**src/logic/dcache_pkg.sv**
```systemverilog
`default_nettype none

package dcache_pkg;

    // geometry
    localparam int INDEX_W   = 6;   // 64 sets
    localparam int OFFSET_W  = 6;   // byte offset in a line
    localparam int TAG_W     = 20;
    localparam int WORDS     = 16;  // words per line
    localparam int LINE_BITS = 512;

    // request mask codes, the only legal masks
    localparam logic [3:0] SIZE_BYTE = 4'b0001;
    localparam logic [3:0] SIZE_HALF = 4'b0011;
    localparam logic [3:0] SIZE_WORD = 4'b1111;

    // exception codes
    localparam logic [6:0] EXC_NONE = 7'h00;
    localparam logic [6:0] EXC_ALE  = 7'h09;  // address not aligned

    typedef enum logic [2:0] {
        IDLE,
        LOOKUP,
        MISS,
        REFILL,
        WAIT_WB
    } main_state_t;

    typedef enum logic [1:0] {
        WB_INIT,
        WB_WRITE,
        WB_DONE
    } wb_state_t;

    // loads pick a word, store merges work per byte
    typedef union packed {
        logic [WORDS-1:0][31:0]        words;
        logic [LINE_BITS/8-1:0][7:0]   bytes;
    } cache_line_u;

endpackage

`default_nettype wire

```
**src/logic/dcache_align.sv**
```systemverilog
`default_nettype none

module dcache_align import dcache_pkg::*; (
    input  logic                   clk,
    input  logic                   i_req_capture,
    input  logic                   i_is_store,
    input  logic [31:0]            i_wdata,
    input  logic [3:0]             i_wstrb,
    input  logic                   i_signed,
    input  logic [31:0]            i_req_addr,
    input  cache_line_u            i_src_line,     // refill line to merge into
    input  cache_line_u            i_hit_line,     // line that loads read from
    output logic                   o_req_store,
    output logic                   o_misaligned,
    output logic [LINE_BITS/8-1:0] o_byte_en,
    output cache_line_u            o_merge_line,
    output logic [31:0]            o_load_data
);

    logic [31:0] wdata_q;
    logic [3:0]  wstrb_q;
    logic        signed_q;

    logic [1:0]  lane;
    logic [31:0] word;
    logic [31:0] shifted;
    cache_line_u st_line;

    // request payload, captured beside the address
    always_ff @(posedge clk) begin
        if (i_req_capture) begin
            wdata_q     <= i_wdata;
            wstrb_q     <= i_wstrb;
            signed_q    <= i_signed;
            o_req_store <= i_is_store;
        end
    end

    assign lane = i_req_addr[1:0];

    always_comb begin
        unique case (wstrb_q)
            SIZE_HALF: o_misaligned = lane[0];
            SIZE_WORD: o_misaligned = (lane != 2'b00);
            default:   o_misaligned = 1'b0;
        endcase
    end

    // data and mask moved to their line position
    assign o_byte_en = o_req_store ?
        (LINE_BITS/8)'(wstrb_q) << i_req_addr[OFFSET_W-1:0] : '0;
    assign st_line = LINE_BITS'(wdata_q) << {i_req_addr[OFFSET_W-1:0], 3'b000};

    always_comb begin
        o_merge_line = i_src_line;
        for (int b = 0; b < LINE_BITS/8; b++) begin
            if (o_byte_en[b]) o_merge_line.bytes[b] = st_line.bytes[b];
        end
    end

    assign word    = i_hit_line.words[i_req_addr[OFFSET_W-1:2]];
    assign shifted = word >> {lane, 3'b000};

    always_comb begin
        unique case (wstrb_q)
            SIZE_BYTE: o_load_data = {{24{signed_q & shifted[7]}}, shifted[7:0]};
            SIZE_HALF: o_load_data = {{16{signed_q & shifted[15]}}, shifted[15:0]};
            default:   o_load_data = word;
        endcase
    end

endmodule

`default_nettype wire

```
**config.mk**
```make
export PLATFORM = sky130hd
export DESIGN_NAME = dcache_align
export DESIGN_NICKNAME = d
export VERILOG_FILES = /design/src/logic/dcache_pkg.sv /design/src/logic/dcache_align.sv
export SDC_FILE = /design/constraint.sdc
export NUM_CORES = 1
export LEC_CHECK = 0
export BUFFER_PORTS_ARGS = -buffer_cell sky130_fd_sc_hd__buf_2
export CAP_MARGIN = 20
export CORE_AREA = 10 10 652 654
export DETAILED_ROUTE_END_ITERATION = 7
export DIE_AREA = 0 0 662 664
export PLACE_DENSITY = 0.3
export SLEW_MARGIN = 15
export SYNTH_ARGS = -nofsm -noshare
export SYNTH_HDL_FRONTEND = slang
export SYNTH_SLANG_ARGS = --single-unit
```
**constraint.sdc**
```tcl
create_clock -name clk -period 3.35 [get_ports clk]
set_input_delay 0.67 -clock clk [delete_from_list [all_inputs] [get_ports clk]]
set_output_delay 0.67 -clock clk [all_outputs]
set_load 0.01 [all_outputs]
```
## Yosys cells after proc, flatten, opt, wreduce, memory -nomap -nowiden

Cells that the tools add are included.

| storage, ports and cells | value |
|---|---|
| output and inout port bits | 610 |
| register bits after elaboration | 38 |

| operators by class | value |
|---|---|
| reductions and logical operators | 1 |
| bitwise logic cells | 2 |
| mux-type cells | 69 |
| magnitude comparators | 1 |
| equal/unequal tests | 3 |
| shifts and indexed selects | 3 |

Operators with widths:

| cell | number |
|---|---|
| 2-to-1 mux 8 bit | 64 |
| left shift 32 x 9 -> 512 bit | 1 |
| binary-select mux 32 bit (select 4 bit) | 1 |
| 2-to-1 mux 64 bit | 1 |
| case mux 32 bit (2 select lines) | 1 |
| left shift 4 x 6 -> 64 bit | 1 |
| 2-to-1 mux 32 bit | 1 |
| right shift 32 x 5 -> 16 bit | 1 |
| less-than comparator 4 x 5 -> 1 bit, second input constant | 1 |
| equality test 4 x 1 -> 1 bit, second input constant | 1 |
| equality test 4 x 2 -> 1 bit, second input constant | 1 |
| equality test 4 bit, second input constant | 1 |
| bitwise AND 1 bit | 2 |
| case mux 1 bit (2 select lines) | 1 |
| nonzero test 2 bit | 1 |

## Depth between registers and ports, before layout

Gate-level depths: netlist (run 1).

| logic depth | value |
|---|---|
| word-level depth | 5 |
| gate-level depth with buffers | 11 |
| mapped depth without buffers | 7 |

## Least setup slack after synthesis (run 1)

OpenSTA, ideal clock, no wires.

| path | value |
|---|---|
| path kind | input-to-output |
| start | in i_req_addr[2] |
| end | out o_load_data[11] |
| setup slack | 0.177 ns |
| stages on the path | 8 |
| arrival | 2.503 ns |
| data required time | 2.680 ns |
| cell sequence | buf_2 buf_4 buf_2 mux4_2 a22oi_1 nand2_1 a221oi_1 nand2_1 |

| between the ends | value |
|---|---|
| longest elaborated chain between the ends | 5 |

RTL lines:

| item | RTL line | source |
|---|---|---|
| start, declared | dcache_align.sv:10 | `input logic [31:0] i_req_addr,` |
| binary-select mux 32 bit (select 4 bit) (*) | dcache_align.sv:61 | `assign word = i_hit_line.words[i_req_addr[OFFSET_W-1:2]];` |
| 2-to-1 mux 32 bit (not written as such) (*) | dcache_align.sv:61 |  |
| right shift 32 x 5 -> 16 bit | dcache_align.sv:62 | `assign shifted = word >> {lane, 3'b000};` |
| bitwise AND 1 bit | dcache_align.sv:66 | `SIZE_BYTE: o_load_data = {{24{signed_q & shifted[7]}}, shifted[7:0]};` |
| case mux 32 bit (2 select lines) (*) | dcache_align.sv:65 | `unique case (wstrb_q)` |
| end, declared | dcache_align.sv:17 | `output logic [31:0] o_load_data` |

Mark *: on every way between the ends. The rest lies on a longest branch, timed or not. The select of a mux whose other input is x is not followed.

## Worst setup path in the final report (run 1)

| path | value |
|---|---|
| start | in i_req_addr[3] |
| end | out o_load_data[15] |

The elaborated chain is that of the path after synthesis.

==> summary.md, run 1 <==
| Metric | Value |
|---|---|
| Status | `finished with violations` |
| Failing checks | `setup timing` |
| Slew Limit Headroom | `0.516` |
| All-layer global routing usage | `0.165` |
| Complex-gate fraction of the synthesized area | `0.187` |
| Post-synthesis cell area | `0.0143 sq mm` |
| Final setup margin | `-328 ps` |
| Maximum capacitance violations | `0` |
| Clock-pin slew on the worst setup and hold paths | `100 ps` |
| Pwr Density | `185 mW/mm^2` |
| Worst Path Required | `2680 ps` |
| Vias in the first global route | `27.6k` |
| Synth Register Bits | `38` |
| Startpoint types | `input port` |
| XOR/XNOR Fraction of Synth Area | `0` |
| Rows | `236` |
| Initial core utilization | `0.0348` |
| Placer congestion estimate | `0.928` |
| Clk sink count | `38` |
| Share of layout cells above drive strength 1 | `0.851` |
| Final non-filler cell area | `0.0474 sq mm` |
| CP Data Arrival Time | `3010 ps` |
| Setup violations, final | `316` |
| Transition time of the tightest slew-check pin | `727 ps` |
| Core outline area | `0.412 sq mm` |
| Largest net degree at the start of global routing | `37` |
| Worst VDD drop | `0.186 mV` |
| Remaining Overflow, GRT | `0` |
| TNS Setup | `-25890 ps` |
| Yosys cell types | `61` |
| H-tree depth | `2` |
| CTS tree | `built` |
| Critical path class | `in -> out` |
| Unrepaired setup endpoints after global routing | `yes` |
| Hold crit path type | `in -> reg` |
| Post-synth EDFFs | `38` |
| Area after DPL | `0.0375 sq mm` |
| Die W | `662 um` |
| Hold Vio Cnt, Final | `0` |
| Die H | `664 um` |
| Initial DRC count | `2105` |
| Die area | `0.440 sq mm` |
| Post-Syn Instances | `1738` |
| Routed Antenna Nets | `0` |
| Via count | `28.2k` |
| Final critical-path required period | `3680 ps` |
| Post-Route WL | `388 mm` |
| Max Slew Vio Count | `0` |
| Detail Placement HPWL | `360 mm` |
| Root Driver | `clkbuf_16` |
| Max Clock Freq | `272 MHz` |
| # DRC | `0` |
| Post-synthesis sequential area ratio | `0.0796` |
| Nets | `5223` |
| Avg WL per Cell | `40.3 um` |
| Post-Synth Simple-Gate Area | `0.185` |
| Hold_buf cts | `0` |
| Post-place setup slack | `-1020 ps` |
| Endpoint class of the critical path | `primary output` |
| Ports | `1706` |
| Util after Layout | `0.115` |
| Synth Area in Adders | `0` |
| Leak | `21.1 nW` |
| Syn_nets | `2834` |
| Synth-to-Final Area Change | `231%` |
| Clk buf depth | `2` |
| Largest family of logic cells by synthesized area | `multiplexers` |
| Period utilization | `1.10` |
| Worst-path fanout max | `6` |
| Mux cell area share after synthesis | `0.490` |
| Vias per cell | `2.92` |
| First-pass GRT wire length | `446 mm` |
| Avg Cell Area, Syn | `8.25 sq um` |
| Main flop type after synthesis | `edfxtp_1` |
| Initial antenna violation count | `291` |
| Cts bufs inserted | `5` |
| IO Port Bufs | `1679` |
| Syn. warnings | `0` |
| Post-synth ARST share | `0` |
| Pre-antenna DRT Iters | `5` |
-- registers in the layout, summed over array words and instances (netlist names) --
signal	cells
o_req_store	1
signed_q	1
wdata_q	32
wstrb_q	4
-- area by class of cell --
type,count,area [sq um]
fill,47800,365000
timing repair buffer,2515,22300
multi-input combinational,1519,16600
tap,5474,6850
sequential,38,1140
inverter,48,180
clock buffer,5,125
antenna,41,103
clock inverter,3,68.8
-- cells in the mapped netlist, types with 29 or more instances --
cell type / count / area share
nand2_1: 315 / 0.083
mux2_2: 313 / 0.25
mux4_2: 125 / 0.20
o21ai_0: 125 / 0.044
nor2_1: 121 / 0.032
o21ai_1: 85 / 0.030
a21oi_1: 70 / 0.024
clkbuf_1: 60 / 0.016
buf_2: 56 / 0.020
inv_1: 48 / 0.013
a22oi_1: 47 / 0.025
edfxtp_1: 38 / 0.080
mux2i_1: 33 / 0.023
nor2b_1: 31 / 0.014
mux2_1: 30 / 0.024
a22o_1: 29 / 0.018
-- metrics by stage --
step / power [mW] / std cells / hold slack (ps)
2_1_floorplan: 2.15 / 1738 / 769
3_3_place_gp: 6.85 / 9410 / 848
3_5_place_dp: 6.81 / 9410 / 849
4_1_cts: 8.27 / 9518 / 458
5_1_grt: 9.11 / 9623 / 472
6_report: 8.76 / 9643 / 493
-- path summary, 6_finish.rpt --
path	from	to	slack, ps	cells after the start
setup / recovery	i_req_addr[3]	o_load_data[15]	-330	12
hold / removal	i_wstrb[2]	wstrb_q[2]	490	1
-- cells by family after synthesis --
family	Yosys count
and+or+nand+nor	587
muxes	502
AOI/OAI and AO/OA	429
buffers and inverters	182
DFF	38
-- layout by cell type, fill, tap and decap left out, types with 10 or more instances in the layout --
cell type and n:
a21oi_1 44, edfxtp_1 38, nor3_1 18, clkbuf_16 33, buf_6 418, nor2_2 30, o21ai_0 10, diode_2 41
buf_12 301, nand2_1 192, a22oi_1 18, o21ai_1 61, nand2_4 47, o21ai_2 79, a21oi_2 20, buf_8 23
nand3_4 13, nand2_8 15, and2_1 11, a221oi_4 10, nor2_1 65, o21ai_4 61, nand2_2 64, buf_4 508
nor2b_4 13, buf_16 22, nor2b_1 10, mux2_2 90, mux4_2 125, a22oi_2 30, buf_2 1213, mux2i_1 28
a22o_1 23, inv_1 45, nor2_4 44, mux2_4 254
-- power breakdown --
group | internal [mW] | total, mW | switching [mW]
Combinational | 3.33 | 7.35 | 4.02
Clock | 0.432 | 0.744 | 0.312
Sequential | 0.568 | 0.659 | 0.0908
-- metal layers --
metal | GRT usage | wire length [um] | vias up | part of all wire
met5 | 0 | 1640 | - | 0.0042
met4 | 0.0254 | 11100 | 252 | 0.029
met3 | 0.0918 | 52000 | 696 | 0.13
met2 | 0.297 | 191000 | 1826 | 0.49
met1 | 0.171 | 132000 | 14000 | 0.34
li1 | - | - | 11400 | -
-- what timing repair did --
item,CTS,global route
gates resized for setup,783,1244
cloned,19,28
pin swaps,57,124
endpoints found under the setup margin,544,541
buffers inserted,89,87
endpoints found under the hold margin,0,0
-- worst max-delay path, cell delays in order --
cell,delay [ps]
buf_16,130
buf_6,130
mux4_2,490
mux2_4,340
o21ai_4,160
a21oi_4,140
a22oi_4,230
buf_12,150
buf_6,100
buf_12,120
o211ai_1,110
buf_2,180
(Power assumes the default switching activity.)
==> run 2: changes to the inputs <==
- REMOVE_ABC_BUFFERS: not set -> 1
==> run 2 against run 1 <==
Net effect:
- the run still ends with setup timing left
- setup slack gained 50 ps
- cell area rose by 2.3%
- sequential power hardly changed
- clock power is 6.7% lower
- non-clock buffer count increased by 14
- largest cell class unchanged
- highest routed layer unchanged
==> summary.md, run 2 (synthesis gave the netlist of run 1 again) <==
| Metric | Value |
|---|---|
| Status | `finished with violations` |
| Failing checks | `setup timing` |
| Vias in the first global route | `28.1k` |
| # DRC | `0` |
| Final setup margin | `-278 ps` |
| CTS tree | `built` |
| FF/Latch Area | `0.00114 sq mm` |
| Commonest cells after routing, fill and taps aside | `buf_2, buf_4, buf_6` |
| Avg WL per Cell | `41.4 um` |
| Clock-pin slew on the worst setup and hold paths | `100 ps` |
| Share of layout cells above drive strength 1 | `0.861` |
| Hold path depth | `1` |
| Pre-antenna DRT Iters | `5` |
| Die area | `0.440 sq mm` |
| Commonest non-fill, non-tap cell in the layout | `buf_2` |
| Synth-to-Final Area Change | `238%` |
| Max reg flops | `32` |
| Detail Placement HPWL | `374 mm` |
| Remaining Overflow, GRT | `0` |
| Initial core utilization | `0.0348` |
| Max Clock Freq | `276 MHz` |
| Fillers | `47.6k` |
| Die W | `662 um` |
| Core outline area | `0.412 sq mm` |
| Util after Layout | `0.118` |
| Ports | `1706` |
| Endpoint class of the critical path | `primary output` |
| Initial antenna violation count | `388` |
| Most flop-heavy register | `wdata_q` |
| Post-Route WL | `405 mm` |
| Top sig layer | `met5` |
| Critical path class | `in -> out` |
| Hold Vio Cnt, Final | `0` |
| Worst VDD drop | `0.175 mV` |
| WL met2 | `177 mm` |
| Met3 wire length | `62.8 mm` |
| CP Data Arrival Time | `2960 ps` |
| Via count | `28.7k` |
| IO Port Bufs | `1679` |
| All-layer global routing usage | `0.174` |
| Post-place setup slack | `-845 ps` |
| M1 WL | `149 mm` |
| Transition time of the tightest slew-check pin | `817 ps` |
| Clk buf depth | `2` |
| Hold EP | `wdata_q[31]` |
| Largest regs | `wdata_q: 32 flops, wstrb_q: 4 flops` |
| Final cell count without fillers | `9766` |
| Max Slew Vio Count | `0` |
| Rows | `236` |
| Startpoint types | `input port` |
| Placer congestion estimate | `0.971` |
| Pwr Density | `186 mW/mm^2` |
| Maximum capacitance violations | `0` |
| Hold crit path type | `in -> reg` |
| Leak | `21.2 nW` |
| Slew Limit Headroom | `0.456` |
| Nets | `5237` |
| Setup violations, final | `235` |
| Worst-path fanout max | `7` |
| Root Driver | `clkbuf_16` |
| Unrepaired setup endpoints after global routing | `yes` |
| Worst Path Required | `2680 ps` |
| First-pass GRT wire length | `467 mm` |
| H-tree depth | `2` |
| Initial DRC count | `2030` |
| Vias per cell | `2.93` |
| Placed insts | `9365` |
| Area of the multi-input gates | `0.0172 sq mm` |
| Routed Antenna Nets | `0` |
| Period utilization | `1.08` |
| Final critical-path required period | `3630 ps` |
| Clk sink count | `38` |
| Min-Delay Startpoint | `i_wdata[31]` |
| Die H | `664 um` |
| Largest net degree at the start of global routing | `27` |
| Cts bufs inserted | `5` |
==> run 2: cell count changes in the layout (fill, tap and decap cells not counted), sizes merged <==
cell      before   now
buf         2485  2510
clkbuf        34    22
bufbuf         1     2
bufinv         2     1
nor2         139   138
clkinvlp       0     2
clkinv         1     0
nand2        318   319
diode         41   150
==> run 2: timing repair <==
item,in CTS,in global routing
buffers inserted,121,133
setup endpoints to repair,599,524
pin swaps,94,146
cloned,24,11
gates resized for setup,1384,791
hold buffers,0,0
endpoints found under the hold margin,0,0
==> run 2: how the worst max path moves through the flow <==
stage                             start                 to
after floorplan              wstrb_q[0]    o_load_data[23]
after global placement    i_req_addr[0]  o_merge_line[258]
after detailed placement  i_req_addr[0]  o_merge_line[258]
after CTS                 i_req_addr[2]     o_load_data[1]
after global routing      i_req_addr[3]    o_load_data[19]
final                     i_req_addr[2]     o_load_data[3]
==> run 2: worst max-delay path, cell delays in order <==
cell and delay (ps):
buf_16 160, buf_12 150, mux4_2 640, mux4_2 680, buf_6 190, a21oi_4 160
o21ai_2 110, buf_12 150
==> run 2: area by class of cell <==
cell class,count,share of cell area
antenna,150,0.00774
clock buffer,5,0.00258
clock inverter,3,0.000929
inverter,48,0.00377
multi-input combinational,1519,0.354
sequential,38,0.0235
tap,5474,0.141
timing repair buffer,2529,0.466
==> run 2: layer usage <==
metal  vias to the layer above  GRT usage
li1                      11600          -
met1                     14100      0.191
met2                      2037      0.278
met3                       732      0.116
met4                       168     0.0419
met5                         -          0
==> run 2: power by group <==
group / leakage [nW] / internal [mW] / switching (mW) / total, mW
sequential: 0.372 / 0.568 / 0.0918 / 0.659
clock: 0.0770 / 0.355 / 0.338 / 0.694
combinational: 20.8 / 3.50 / 4.14 / 7.64
total: 21.2 / 4.42 / 4.57 / 9.00
==> run 2: per-stage QoR <==
stage | setup TNS (ps) | instance area (sq um) | hold WS, ps | power [mW]
final | -13410 | 48500 | 473 | 9.00
after global placement | -214320 | 37000 | 849 | 6.83
after detailed placement | -205350 | 37000 | 849 | 6.81
after CTS | -29020 | 44100 | 435 | 8.60
after floorplan | -9690 | 13700 | 769 | 2.01
after global routing | -35810 | 48300 | 443 | 9.37
