`src/logic/dcache_pkg.sv`:
```
`default_nettype none

package dcache_pkg;

    // geometry
    localparam int INDEX_W   = 6;   // 64 sets
    localparam int OFFSET_W  = 6;   // byte offset in a line
    localparam int TAG_W     = 20;
    localparam int WORDS     = 16;  // words per line
    localparam int LINE_BITS = 512;

    // request mask codes, the only legal masks
    localparam logic [3:0] SIZE_BYTE = 4'b0001;
    localparam logic [3:0] SIZE_HALF = 4'b0011;
    localparam logic [3:0] SIZE_WORD = 4'b1111;

    // exception codes
    localparam logic [6:0] EXC_NONE = 7'h00;
    localparam logic [6:0] EXC_ALE  = 7'h09;  // address not aligned

    typedef enum logic [2:0] {
        IDLE,
        LOOKUP,
        MISS,
        REFILL,
        WAIT_WB
    } main_state_t;

    typedef enum logic [1:0] {
        WB_INIT,
        WB_WRITE,
        WB_DONE
    } wb_state_t;

    // loads pick a word, store merges work per byte
    typedef union packed {
        logic [WORDS-1:0][31:0]        words;
        logic [LINE_BITS/8-1:0][7:0]   bytes;
    } cache_line_u;

endpackage

`default_nettype wire

```
`src/logic/dcache_repl.sv`:
```
`default_nettype none

module dcache_repl import dcache_pkg::*; (
    input  logic               clk,
    input  logic               rstn,
    input  logic [INDEX_W-1:0] i_index,
    input  logic               i_lru_we,
    input  logic               i_lru_way,
    input  logic [1:0]         i_dirty_we,
    input  logic               i_dirty_val,
    output logic               o_victim_way,
    output logic               o_victim_dirty
);

    logic [2**INDEX_W-1:0]      lru_q;    // way used last in each set
    logic [1:0][2**INDEX_W-1:0] dirty_q;

    always_ff @(posedge clk) begin
        if (!rstn) begin
            lru_q   <= '0;
            dirty_q <= '0;
        end else begin
            if (i_lru_we) lru_q[i_index] <= i_lru_way;
            for (int w = 0; w < 2; w++) begin
                if (i_dirty_we[w]) dirty_q[w][i_index] <= i_dirty_val;
            end
        end
    end

    assign o_victim_way   = ~lru_q[i_index];   // the other way goes
    assign o_victim_dirty = dirty_q[o_victim_way][i_index];

endmodule

`default_nettype wire

```
`config.mk`:
```
export PLATFORM = sky130hd
export DESIGN_NAME = dcache_repl
export DESIGN_NICKNAME = d
export VERILOG_FILES = /design/src/logic/dcache_pkg.sv /design/src/logic/dcache_repl.sv
export SDC_FILE = /design/constraint.sdc
export NUM_CORES = 1
export LEC_CHECK = 0
export ABC_AREA = 1
export BUFFER_PORTS_ARGS = -buffer_cell sky130_fd_sc_hd__buf_2
export CORE_ASPECT_RATIO = 1.1
export CORE_MARGIN = 2
export CORE_UTILIZATION = 30
export DETAILED_ROUTE_END_ITERATION = 10
export PLACE_DENSITY_LB_ADDON = 0.25
export SLEW_MARGIN = 20
export SYNTH_ARGS = -nofsm -noshare
export SYNTH_HDL_FRONTEND = slang
export SYNTH_SLANG_ARGS = --single-unit
export TNS_END_PERCENT = 30
```
`constraint.sdc`:
```
create_clock -name clk -period 4.5 [get_ports clk]
set_input_delay 0.225 -clock clk [delete_from_list [all_inputs] [get_ports clk]]
set_output_delay 0.225 -clock clk [all_outputs]
set_load 0.03 [all_outputs]
```
[Word level (Yosys, flattened, before mapping)]
Index checks and enable logic that the tools add are counted.
Word-level totals
  RAM bits: 0
  logic and storage cells: 19
  memories: 0
  bits in read-only memories: 0
  latch bits: 0
  register bits after elaboration: 192
  input bits: 13
  output and inout port bits: 2
Cells by class
  $lt $le $gt $ge: 3
  divide/modulo/power cells: 0
  bitwise gates (word level): 1
  equal/unequal tests: 0
  multiply operators: 0
  add/subtract/negate cells: 0
  muxes and demuxes: 11
  reductions and logical operators: 1
  shift operators: 0
Operators by type and width (number)
  64-bit bitwise mux: 3
  64-bit two-way mux: 2
  1-bit binary-select mux with 6-bit select: 2
  6-bit by 7-bit less-than comparator with 1-bit output (second input constant): 1
  1-bit demux with 6-bit select: 1
  6-bit by 1-bit greater-or-equal comparator with 1-bit output (second input constant): 1
  1-bit two-way mux: 3
  1-bit by 2-bit less-than comparator with 1-bit output (second input constant): 1
  1-bit logical AND: 1
  1-bit inverter: 1

[Longest topological paths before layout]
Gate-level depths: netlist (run 1).
  depth in word-level cells: 7
  mapped depth: 25

[Least setup slack after synthesis (run 1)]
OpenSTA, ideal clock, no wires.
  kind: input -> output
  start: input port i_index[0]
  end: output port o_victim_dirty
  path buffers: 4
  stages: 20
  required time: 4.275 ns
  setup slack: 2.113 ns
  arrival time: 2.162 ns
  path through: buf_4 buf_6 or2_1 nand3_1 nand2_1 o21ai_1 nand2_1 nor2_4 nand2_2 buf_6 buf_4 a21oi_1 o21ai_1 nand2_1 nand2_1 nand3_1 nand2_1 nand2_1 nor2_1 nand2_1
Between the ends
  cells in the longest elaborated chain, start to end: 6
RTL lines
  start: declaration: line dcache_repl.sv:6  | input logic [INDEX_W-1:0] i_index,
  1-bit binary-select mux with 6-bit select: line dcache_repl.sv:30  | assign o_victim_way = ~lru_q[i_index];
  1-bit two-way mux (implied by the code): line dcache_repl.sv:30
  64-bit two-way mux (implied by the code) (2 in a row): line dcache_repl.sv:31  | assign o_victim_dirty = dirty_q[o_victim_way][i_index];
  1-bit binary-select mux with 6-bit select *: line dcache_repl.sv:31
  1-bit two-way mux (implied by the code) *: line dcache_repl.sv:31
  end: declaration: line dcache_repl.sv:12  | output logic o_victim_dirty
Every way passes the cells marked *; elsewhere a longest branch is shown, timed or not. The select of a mux whose other input is x is not followed.

[Final worst setup path (run 1)]
  start: register lru_q[16]
  end: output port o_victim_dirty
Between the ends
  cells in the longest elaborated chain, start to end: 6
RTL lines
  start: declaration: line dcache_repl.sv:15  | logic [2**INDEX_W-1:0] lru_q;
  start signal: indexed assignment: line dcache_repl.sv:23  | if (i_lru_we) lru_q[i_index] <= i_lru_way;
  1-bit binary-select mux with 6-bit select: line dcache_repl.sv:30
  1-bit two-way mux (implied by the code): line dcache_repl.sv:30
  64-bit two-way mux (implied by the code) (2 in a row): line dcache_repl.sv:31
  1-bit binary-select mux with 6-bit select: line dcache_repl.sv:31
  1-bit two-way mux (implied by the code): line dcache_repl.sv:31
No other way between the ends. The select of a mux whose other input is x is not followed.

==> parameters.txt, run 1 <==
Parameter                              Value

Routing
  Final ANT Viol Nets    0
  Number of violations reported at the end of detailed-routing iteration 0    1007
  Detailed Route WL    36580 µm
  Number of iterations in the first detailed-routing pass    5
  Detailed-route DRC error count    0
  Detailed-route via count    10390
  Detail-routed net length per standard cell    18.73 µm
  Drt via density    5.318

Synth
  Synthesis-stage register bit count    192
  Portion of the post-synthesis area used by sequential elements    0.3819
  Leading post-synthesis cells by cell area    sky130_fd_sc_hd__dfxtp_1 38%, sky130_fd_sc_hd__nand3_1 12%, sky130_fd_sc_hd__nand2_1 10%, sky130_fd_sc_hd__a21oi_1 9.9%, sky130_fd_sc_hd__o21ai_0 9.1%
  Post-synthesis cell type with the largest combined area    sky130_fd_sc_hd__dfxtp_1
  Top-area cell type share of the netlist area    0.3819
  Library cells used by synthesis    26
  Post-Syn Area per Cell    6.452 µm²
  Synth warn    0
  Cell area after technology mapping    10060 µm²
  Post-synthesis cell count    1560
  Synthesized Nets    1573

STA
  Setup repair after global routing missed its margin    false
  Highest attainable clock frequency    272.5 MHz
  Part of the cycle the worst path needs    0.8156
  Max-slew violation count    0
  Total negative setup slack    0 ps
  Fin. Hold Viols    0
  Final Setup Violations    0
  Worst Skew    0 ps
  Slew Limit Headroom    0.2633
  Final critical delay including setup and external delays    3670 ps
  Least-Margin Pin Slew    1105 ps

Power
  Worst IR Drop VDD    0.0002298 V
  Leakage    3.763 nW
  Cell Pwr Density    330.5 nW/µm²
  Final Power    3.623 mW

Worst setup path
  CP Class    flop to output port
  Startpoint of the most critical register-to-register path    dirty_q[101]
  Max stage delay on crit path    530 ps
  Worst setup EP type    output port
  FF-to-FF path depth    2
  Number of buffer and inverter instances along the worst setup path    2
  Data required, critical path    4280 ps
  Largest fanout of any net on the critical path    41
  Max stage delay cell, worst path    sky130_fd_sc_hd__buf_4
  Category of the worst setup path launch point    flop
  Worst-case register-to-register setup slack    3780 ps
  Crit-path leading delay family    simple AND/OR/NAND/NOR gates
  Worst path cell trace    or2_2 > nand3_1 > nand2_1 > o21ai_1 > nand2_1 > nor2_4 > buf_4 > nand3b_1 > nand3_1 > o21ai_1 > nand2_1 > nand3_1 > nand2_1 > nand2_1 > nor2_1 > nand2_1 > buf_2
  Library cell appearing most often on the critical path    sky130_fd_sc_hd__nand2_1
  Arrival time of the worst setup path    3450 ps
  Reg-to-Reg End    dirty_q[101]

Layout
  Most common cell after layout, fill and taps aside    sky130_fd_sc_hd__nand2_1
  Commonest cells after routing, fill and taps aside    281 x sky130_fd_sc_hd__nand2_1, 248 x sky130_fd_sc_hd__nand3_1, 199 x sky130_fd_sc_hd__a21oi_1
  Fraction of the core area covered by cells at the end of the flow    0.3302
  Ratio of cells with drive above 1 in the final layout    0.05786
  Antenna Cells    0
  Area growth from synthesis to layout    8.901%
  NumNets Final    1521
  Number of inserted filler cells in the final layout    3626
  Total area of multi-input combinational cells    5020 µm²
  Area taken by flip-flops and latches    3844 µm²

Clocking
  Maximum clock insertion buffer count    2
  Cts bufs inserted    17
  Post-CTS sizing    0
  Post-CTS repair timing setup buffer count    0
  Cts-stage hold buffer count    0
  Clock Sink Count    192
  H-tree depth reported by CTS    4
  Register clock-pin slew on the reported worst setup and hold paths    80 ps
  Clock Tree Root    sky130_fd_sc_hd__clkbuf_16
  Clk Latency, worst-skew pair    440 ps
  Clock tree from TritonCTS    built

Floorplanning
  Vertical die dimension    196.1 µm
  Die extent in x    178.6 µm
  Area of the placeable core    33190 µm²
  Initial standard-cell utilization of the core    0.3032
  Number of standard-cell rows in the floorplan    70
  Top Ports    15
  Die Footprint    35030 µm²

Placement
  Sum of net half-perimeters after detailed placement    20980 µm
  Final weighted congestion in routability-driven placement    0.8616
  Buffers added on ports    14

Worst hold path
  Min-delay src    i_index[3]
  Worst hold path cell count    4
  WHS Endpoint    dirty_q[87]
  Type of the worst min-delay path    primary input to flop

Global route
  Global routing usage summed across all routing layers    0.2113
  Total congestion overflow after global routing    0
  Maximum number of pins on one net before global-route repair    95
  Wire length of the first global-routing pass    57360 µm
  Vias in the first global route    9761
  Antenna violations before repair    0

Outcome
  Outcome    completed

Run
  Max-capacitance violation count    0
-- cell usage after synthesis --
| cell type | instances |
|---|---|
| sky130_fd_sc_hd__or2_1 | 2 |
| sky130_fd_sc_hd__inv_1 | 178 |
| sky130_fd_sc_hd__nor2_1 | 87 |
| sky130_fd_sc_hd__nand2_2 | 1 |
| sky130_fd_sc_hd__o211ai_1 | 9 |
| sky130_fd_sc_hd__nand2_1 | 281 |
| sky130_fd_sc_hd__nor2_2 | 3 |
| sky130_fd_sc_hd__buf_2 | 16 |
| sky130_fd_sc_hd__o21ai_0 | 184 |
| sky130_fd_sc_hd__nand3b_1 | 28 |
| sky130_fd_sc_hd__or2_2 | 1 |
| sky130_fd_sc_hd__dfxtp_1 | 192 |
| sky130_fd_sc_hd__buf_6 | 5 |
| sky130_fd_sc_hd__nor3_1 | 3 |
| sky130_fd_sc_hd__clkbuf_1 | 79 |
| sky130_fd_sc_hd__o21ai_1 | 21 |
| sky130_fd_sc_hd__nor2_4 | 2 |
| sky130_fd_sc_hd__buf_4 | 7 |
| sky130_fd_sc_hd__nor3_2 | 1 |
| sky130_fd_sc_hd__buf_1 | 6 |
| sky130_fd_sc_hd__a21oi_1 | 199 |
| sky130_fd_sc_hd__nand3_1 | 248 |
| sky130_fd_sc_hd__inv_4 | 1 |
| sky130_fd_sc_hd__clkinv_1 | 1 |
| sky130_fd_sc_hd__inv_2 | 4 |
| sky130_fd_sc_hd__or2_0 | 1 |
-- where the power goes --
part           switching (mW)  internal [mW]
sequential            0.00346           1.71
clock                   0.775          0.734
combinational           0.323         0.0816
total                    1.10           2.52
-- area by class of cell --
| cell class | instances | area share |
|---|---|---|
| multi-input combinational | 1071 | 0.4580 |
| tap | 432 | 0.04932 |
| sequential | 192 | 0.3507 |
| inverter | 184 | 0.06347 |
| clock buffer | 19 | 0.03950 |
| timing repair buffer | 42 | 0.02808 |
| clock inverter | 13 | 0.01096 |
-- registers in the layout, summed over array words and instances (netlist names) --
signal	cells
lru_q	64
dirty_q	128
-- cells by family after synthesis --
group | synth area share
AND/OR/NAND/NOR | 0.2911
AO/OA/AOI/OAI | 0.2076
buffers and inverters | 0.1193
flip-flops | 0.3819
-- metal layers --
| layer | GRT usage | up-vias | wire length (µm) |
|---|---|---|---|
| met5 | 0 | - | 0 |
| met4 | 0.05390 | 0 | 630 |
| met3 | 0.03527 | 44 | 2268 |
| met2 | 0.3401 | 343 | 17030 |
| met1 | 0.2923 | 4969 | 16650 |
| li1 | - | 5030 | - |
-- through the flow --
stage	cell area [µm²]	hold WS (ps)	std cells	setup WS [ps]
4_1_cts	10960	352.7	1953	985.4
3_3_place_gp	10410	433.2	1921	984.6
3_5_place_dp	10410	439.6	1921	997.2
5_1_grt	10960	376.7	1953	679.2
6_report	10960	386.9	1953	829.9
2_1_floorplan	10060	423.7	1560	2113
-- worst max-delay path by stage --
stage | start | endpoint | slack [ps] | depth (start not counted)
global route | i_index[0] | o_victim_dirty | 680 | 20
finish | lru_q[16] | o_victim_dirty | 830 | 17
floorplan | i_index[0] | o_victim_dirty | 2110 | 20
global placement | i_index[0] | o_victim_dirty | 980 | 20
detailed placement | i_index[0] | o_victim_dirty | 1000 | 20
CTS | lru_q[16] | o_victim_dirty | 990 | 17
-- worst min-delay path: stages --
cell,delay [ps]
sky130_fd_sc_hd__buf_2,240
sky130_fd_sc_hd__nor2_2,160
sky130_fd_sc_hd__nand3_1,100
sky130_fd_sc_hd__a21oi_1,60
No activity file was read; power rests on OpenSTA's default activity.
==> inputs of run 2 (changes only) <==
--- a/config.mk
+++ b/config.mk
@@ -5,7 +5,7 @@
 export SDC_FILE = /design/constraint.sdc
 export NUM_CORES = 1
 export LEC_CHECK = 0
-export ABC_AREA = 1
+export ABC_AREA = 0
 export BUFFER_PORTS_ARGS = -buffer_cell sky130_fd_sc_hd__buf_2
 export CORE_ASPECT_RATIO = 1.1
 export CORE_MARGIN = 2
==> constraint.sdc (replaced) <==
create_clock -name clk -period 3.55 [get_ports clk]
set_input_delay 0.1775 -clock clk [delete_from_list [all_inputs] [get_ports clk]]
set_output_delay 0.1775 -clock clk [all_outputs]
set_load 0.03 [all_outputs]
==> run 2 against run 1 <==
- non-clock buffer count up 63
- die area down 2.0%
- critical path type unchanged
- combinational power up 20%
- the flow now finishes with violations (setup timing)
- largest cell class unchanged
- sequential power up 27%
==> parameters.txt, run 2 <==
Parameter                              Value

STA
  Hold WS    297.3 ps (-89.64 ps)
  Worst Skew    0 ps (unchanged)
  Slew Limit Headroom    0.3210 (+0.05769)
  Highest attainable clock frequency    250.4 MHz
  Fin. Hold Viols    0 (unchanged)
  Part of the cycle the worst path needs    1.125
  Final worst slack    -442.9 ps (-1273 ps)
  Total negative setup slack    -442.9 ps (-442.9 ps)
  Setup repair after global routing missed its margin    true
  Max-slew violation count    0 (unchanged)
  Final Setup Violations    1 (+1)
  Least-Margin Pin Slew    1018 ps (-86.53 ps)
  Final critical delay including setup and external delays    3993 ps

Global route
  Maximum number of pins on one net before global-route repair    177 (+86%)
  Wire length of the first global-routing pass    54030 µm (-5.8%)
  Antenna violations before repair    0 (unchanged)
  Total congestion overflow after global routing    0 (unchanged)
  Vias in the first global route    8883 (-9.0%)
  Global routing usage summed across all routing layers    0.2027 (-0.008579)

Power
  Switching Share    0.2665 (-0.03735)
  Net switching component of the power    1.203 mW (+9.3%)
  Leakage    3.653 nW (-2.9%)
  Clock network power share    0.413 (-0.004)
  Worst IR Drop VDD    0.0002926 V (+27%)
  Internal Power    3.311 mW (+31%)
  Part of the power in combinational logic    0.108 (-0.004)
  Cell Pwr Density    398.1 nW/µm² (+20%)
  Part of the power in registers    0.480 (+0.008)

Synth
  Synthesis-stage register bit count    192 (unchanged)
  Post-synthesis cell count    1143 (-27%)
  Portion of the post-synthesis area used by sequential elements    0.3900 (+0.008097)
  Leading post-synthesis cells by cell area    sky130_fd_sc_hd__dfxtp_1 39%, sky130_fd_sc_hd__a21boi_0 14%, sky130_fd_sc_hd__o21ai_0 9.6%, sky130_fd_sc_hd__nand3_1 9.0%, sky130_fd_sc_hd__mux4_2 5.3%
  Synth Flop Type    sky130_fd_sc_hd__dfxtp_1
  Synth warn    0 (unchanged)
  Top-area cell type share of the netlist area    0.3900 (+0.008097)
  Synthesized Nets    1156 (-27%)
  Post-Syn Area per Cell    8.623 µm² (+34%)
  Proportion of register bits with asynchronous set or reset after synthesis    0 (unchanged)
  Number of enable-type register cells in the synthesized netlist    0 (unchanged)
  Most common library cells after synthesis    192 x sky130_fd_sc_hd__dfxtp_1, 189 x sky130_fd_sc_hd__o21ai_0, 186 x sky130_fd_sc_hd__a21boi_0
  Library cells used by synthesis    58 (+120%)
  Cell area after technology mapping    9856 µm² (-2.1%)
  Post-synthesis cell type with the largest combined area    sky130_fd_sc_hd__dfxtp_1
  Most numerous cell in the Yosys netlist    sky130_fd_sc_hd__dfxtp_1

Floorplanning
  Area of the placeable core    32370 µm² (-2.5%)
  Vertical die dimension    194.1 µm (-1.0%)
  Number of standard-cell rows in the floorplan    69 (-1.4%)
  Die Footprint    34320 µm² (-2.0%)
  Top Ports    15 (unchanged)
  Initial standard-cell utilization of the core    0.3044 (+0.001221)
  Die extent in x    176.8 µm (-1.0%)

Layout
  Area taken by flip-flops and latches    3845 µm² (about the same)
  Number of inserted filler cells in the final layout    3318 (-8.5%)
  Final cell count without fillers    1573 (-19%)
  Area growth from synthesis to layout    15.06%
  Max FFs per register    128 (unchanged)
  Register with the most flip-flops    dirty_q
  Final cell area excluding filler cells    11340 µm² (+3.5%)
  Commonest cells after routing, fill and taps aside    191 x sky130_fd_sc_hd__dfxtp_1, 189 x sky130_fd_sc_hd__o21ai_0, 186 x sky130_fd_sc_hd__a21boi_0
  Most common cell after layout, fill and taps aside    sky130_fd_sc_hd__dfxtp_1
  Ratio of cells with drive above 1 in the final layout    0.1726 (+0.1148)
  Largest registers ranked by flip-flop count    dirty_q: 128 flops, lru_q: 64 flops
  NumNets Final    1147 (-25%)
  Antenna Cells    0 (unchanged)
  Total area of multi-input combinational cells    5530 µm² (+10%)

Placement
  Instance area at placement    10560 µm² (+1.5%)
  Placed cell count    1530 (-20%)
  Final weighted congestion in routability-driven placement    0.8053 (-6.5%)
  Sum of net half-perimeters after detailed placement    21190 µm (+1.0%)
  Buffers added on ports    14 (unchanged)

Worst setup path
  Worst setup EP type    output port
  Max stage delay cell, worst path    sky130_fd_sc_hd__or4_4
  CP Class    flop to output port
  Worst path cell trace    mux4_2 > a22o_1 > a22oi_2 > nand4_4 > nor2_4 > buf_6 > mux4_2 > a22o_1 > nor4_4 > nor4b_2 > or4_4 > buf_6
  Data required, critical path    3370 ps (-910 ps)
  Largest fanout of any net on the critical path    4 (-90%)
  Category of the worst setup path launch point    flop
  Max stage delay on crit path    530 ps (about the same)
  Arrival time of the worst setup path    3820 ps (+370 ps)

Routing
  Number of iterations in the first detailed-routing pass    5 (unchanged)
  Drt via density    5.769 (+8.5%)
  Detailed-route via count    9075 (-13%)
  Detail-routed net length per standard cell    21.91 µm (+17%)
  Number of violations reported at the end of detailed-routing iteration 0    996 (-1.1%)
  Detailed Route WL    34460 µm (-5.8%)
  Final ANT Viol Nets    0 (unchanged)
  Detailed-route DRC error count    0 (unchanged)

Worst hold path
  Type of the worst min-delay path    primary input to flop

Clocking
  H-tree depth reported by CTS    4 (unchanged)
  Maximum clock insertion buffer count    2 (unchanged)
  Clock tree from TritonCTS    built
  Register clock-pin slew on the reported worst setup and hold paths    80 ps (about the same)
  Clk Latency, worst-skew pair    430 ps (about the same)
  Clock Sink Count    192 (unchanged)
  Cts bufs inserted    17 (unchanged)
  Cts-stage hold buffer count    0 (unchanged)
  Clock Tree Root    sky130_fd_sc_hd__clkbuf_16

Outcome
  Violated checks    setup timing
  Outcome    finished with violations

Run
  Max-capacitance violation count    0 (unchanged)
run 2: cell count changes after synthesis, sizes merged, moves of 20 or more:
cell	before	now
mux2i	0	27
inv	183	5
clkbuf	79	105
a21boi	0	186
mux4	0	25
nor2	92	15
nand2	282	49
nand3b	28	3
a21oi	199	3
nand4	0	20
and2	0	20
nand3	248	178
run 2: layout make-up:
class / instances / share of cell area
multi-input combinational: 813 / 0.4877
timing repair buffer: 105 / 0.07525
clock buffer: 21 / 0.03972
clock inverter: 11 / 0.009599
sequential: 192 / 0.3391
tap: 426 / 0.04700
inverter: 5 / 0.001655
run 2: critical path, delay by kind of cell, from the launching register on:
| kind | cells | cell delay, ps |
|---|---|---|
| buffers and inverters | 2 | 320 |
| and+or+nand+nor | 5 | 1260 |
| muxes | 2 | 750 |
| AOI/OAI and AO/OA | 3 | 740 |
| DFF | 1 | 310 |
run 2: cell families (layout without fill, tap and decap cells):
group,count (synthesis),in the layout,synth area share
AND/OR/NAND/NOR,321,321,0.1685
buffers and inverters,138,142,0.06043
multiplexers,63,63,0.09788
AO/OA/AOI/OAI,429,429,0.2832
flip-flops,192,192,0.3900
run 2: timing repair:
action,4_1_cts,5_1_grt
pin swaps,7,10
setup endpoints to repair,1,1
buffers inserted,7,5
hold endpoints to repair,0,0
resized for setup,22,9
run 2: through the flow:
stage / setup slack, ps / power, mW / utilization
final: -442.9 / 4.514 / 0.3503
after global routing: -578.5 / 4.681 / 0.3503
after CTS: -465.8 / 4.539 / 0.3483
after detailed placement: -372.9 / 2.671 / 0.3262
after global placement: -385.9 / 2.671 / 0.3261
after floorplan: 47.41 / 2.481 / -
run 2: power by group through the flow:
| stage | combinational (mW) | sequential, mW | clock [mW] |
|---|---|---|---|
| 2_1_floorplan | 0.268 | 2.21 | 0 |
| 3_3_place_gp | 0.456 | 2.22 | 0 |
| 3_5_place_dp | 0.456 | 2.22 | 0 |
| 4_1_cts | 0.473 | 2.17 | 1.90 |
| 5_1_grt | 0.511 | 2.17 | 2.00 |
| 6_report | 0.486 | 2.17 | 1.86 |
run 2: worst paths after layout:
check | depth (start not counted) | end | from | slack [ps]
setup / recovery | 12 | o_victim_dirty | lru_q[39] | -440
hold / removal | 3 | lru_q[42] | i_lru_we | 300
setup reg to reg | 2 | dirty_q[58] | dirty_q[58] | 2840
hold reg to reg | 2 | dirty_q[22] | dirty_q[22] | 480
run 2: layer usage:
layer | track usage | share of wire | up-vias | wire length [µm]
met4 | 0.06703 | 0.023 | 0 | 805
met1 | 0.2786 | 0.45 | 4530 | 15620
met2 | 0.3262 | 0.47 | 299 | 16310
met3 | 0.02745 | 0.050 | 48 | 1730
met5 | 0 | 0 | - | 0
li1 | - | - | 4198 | -
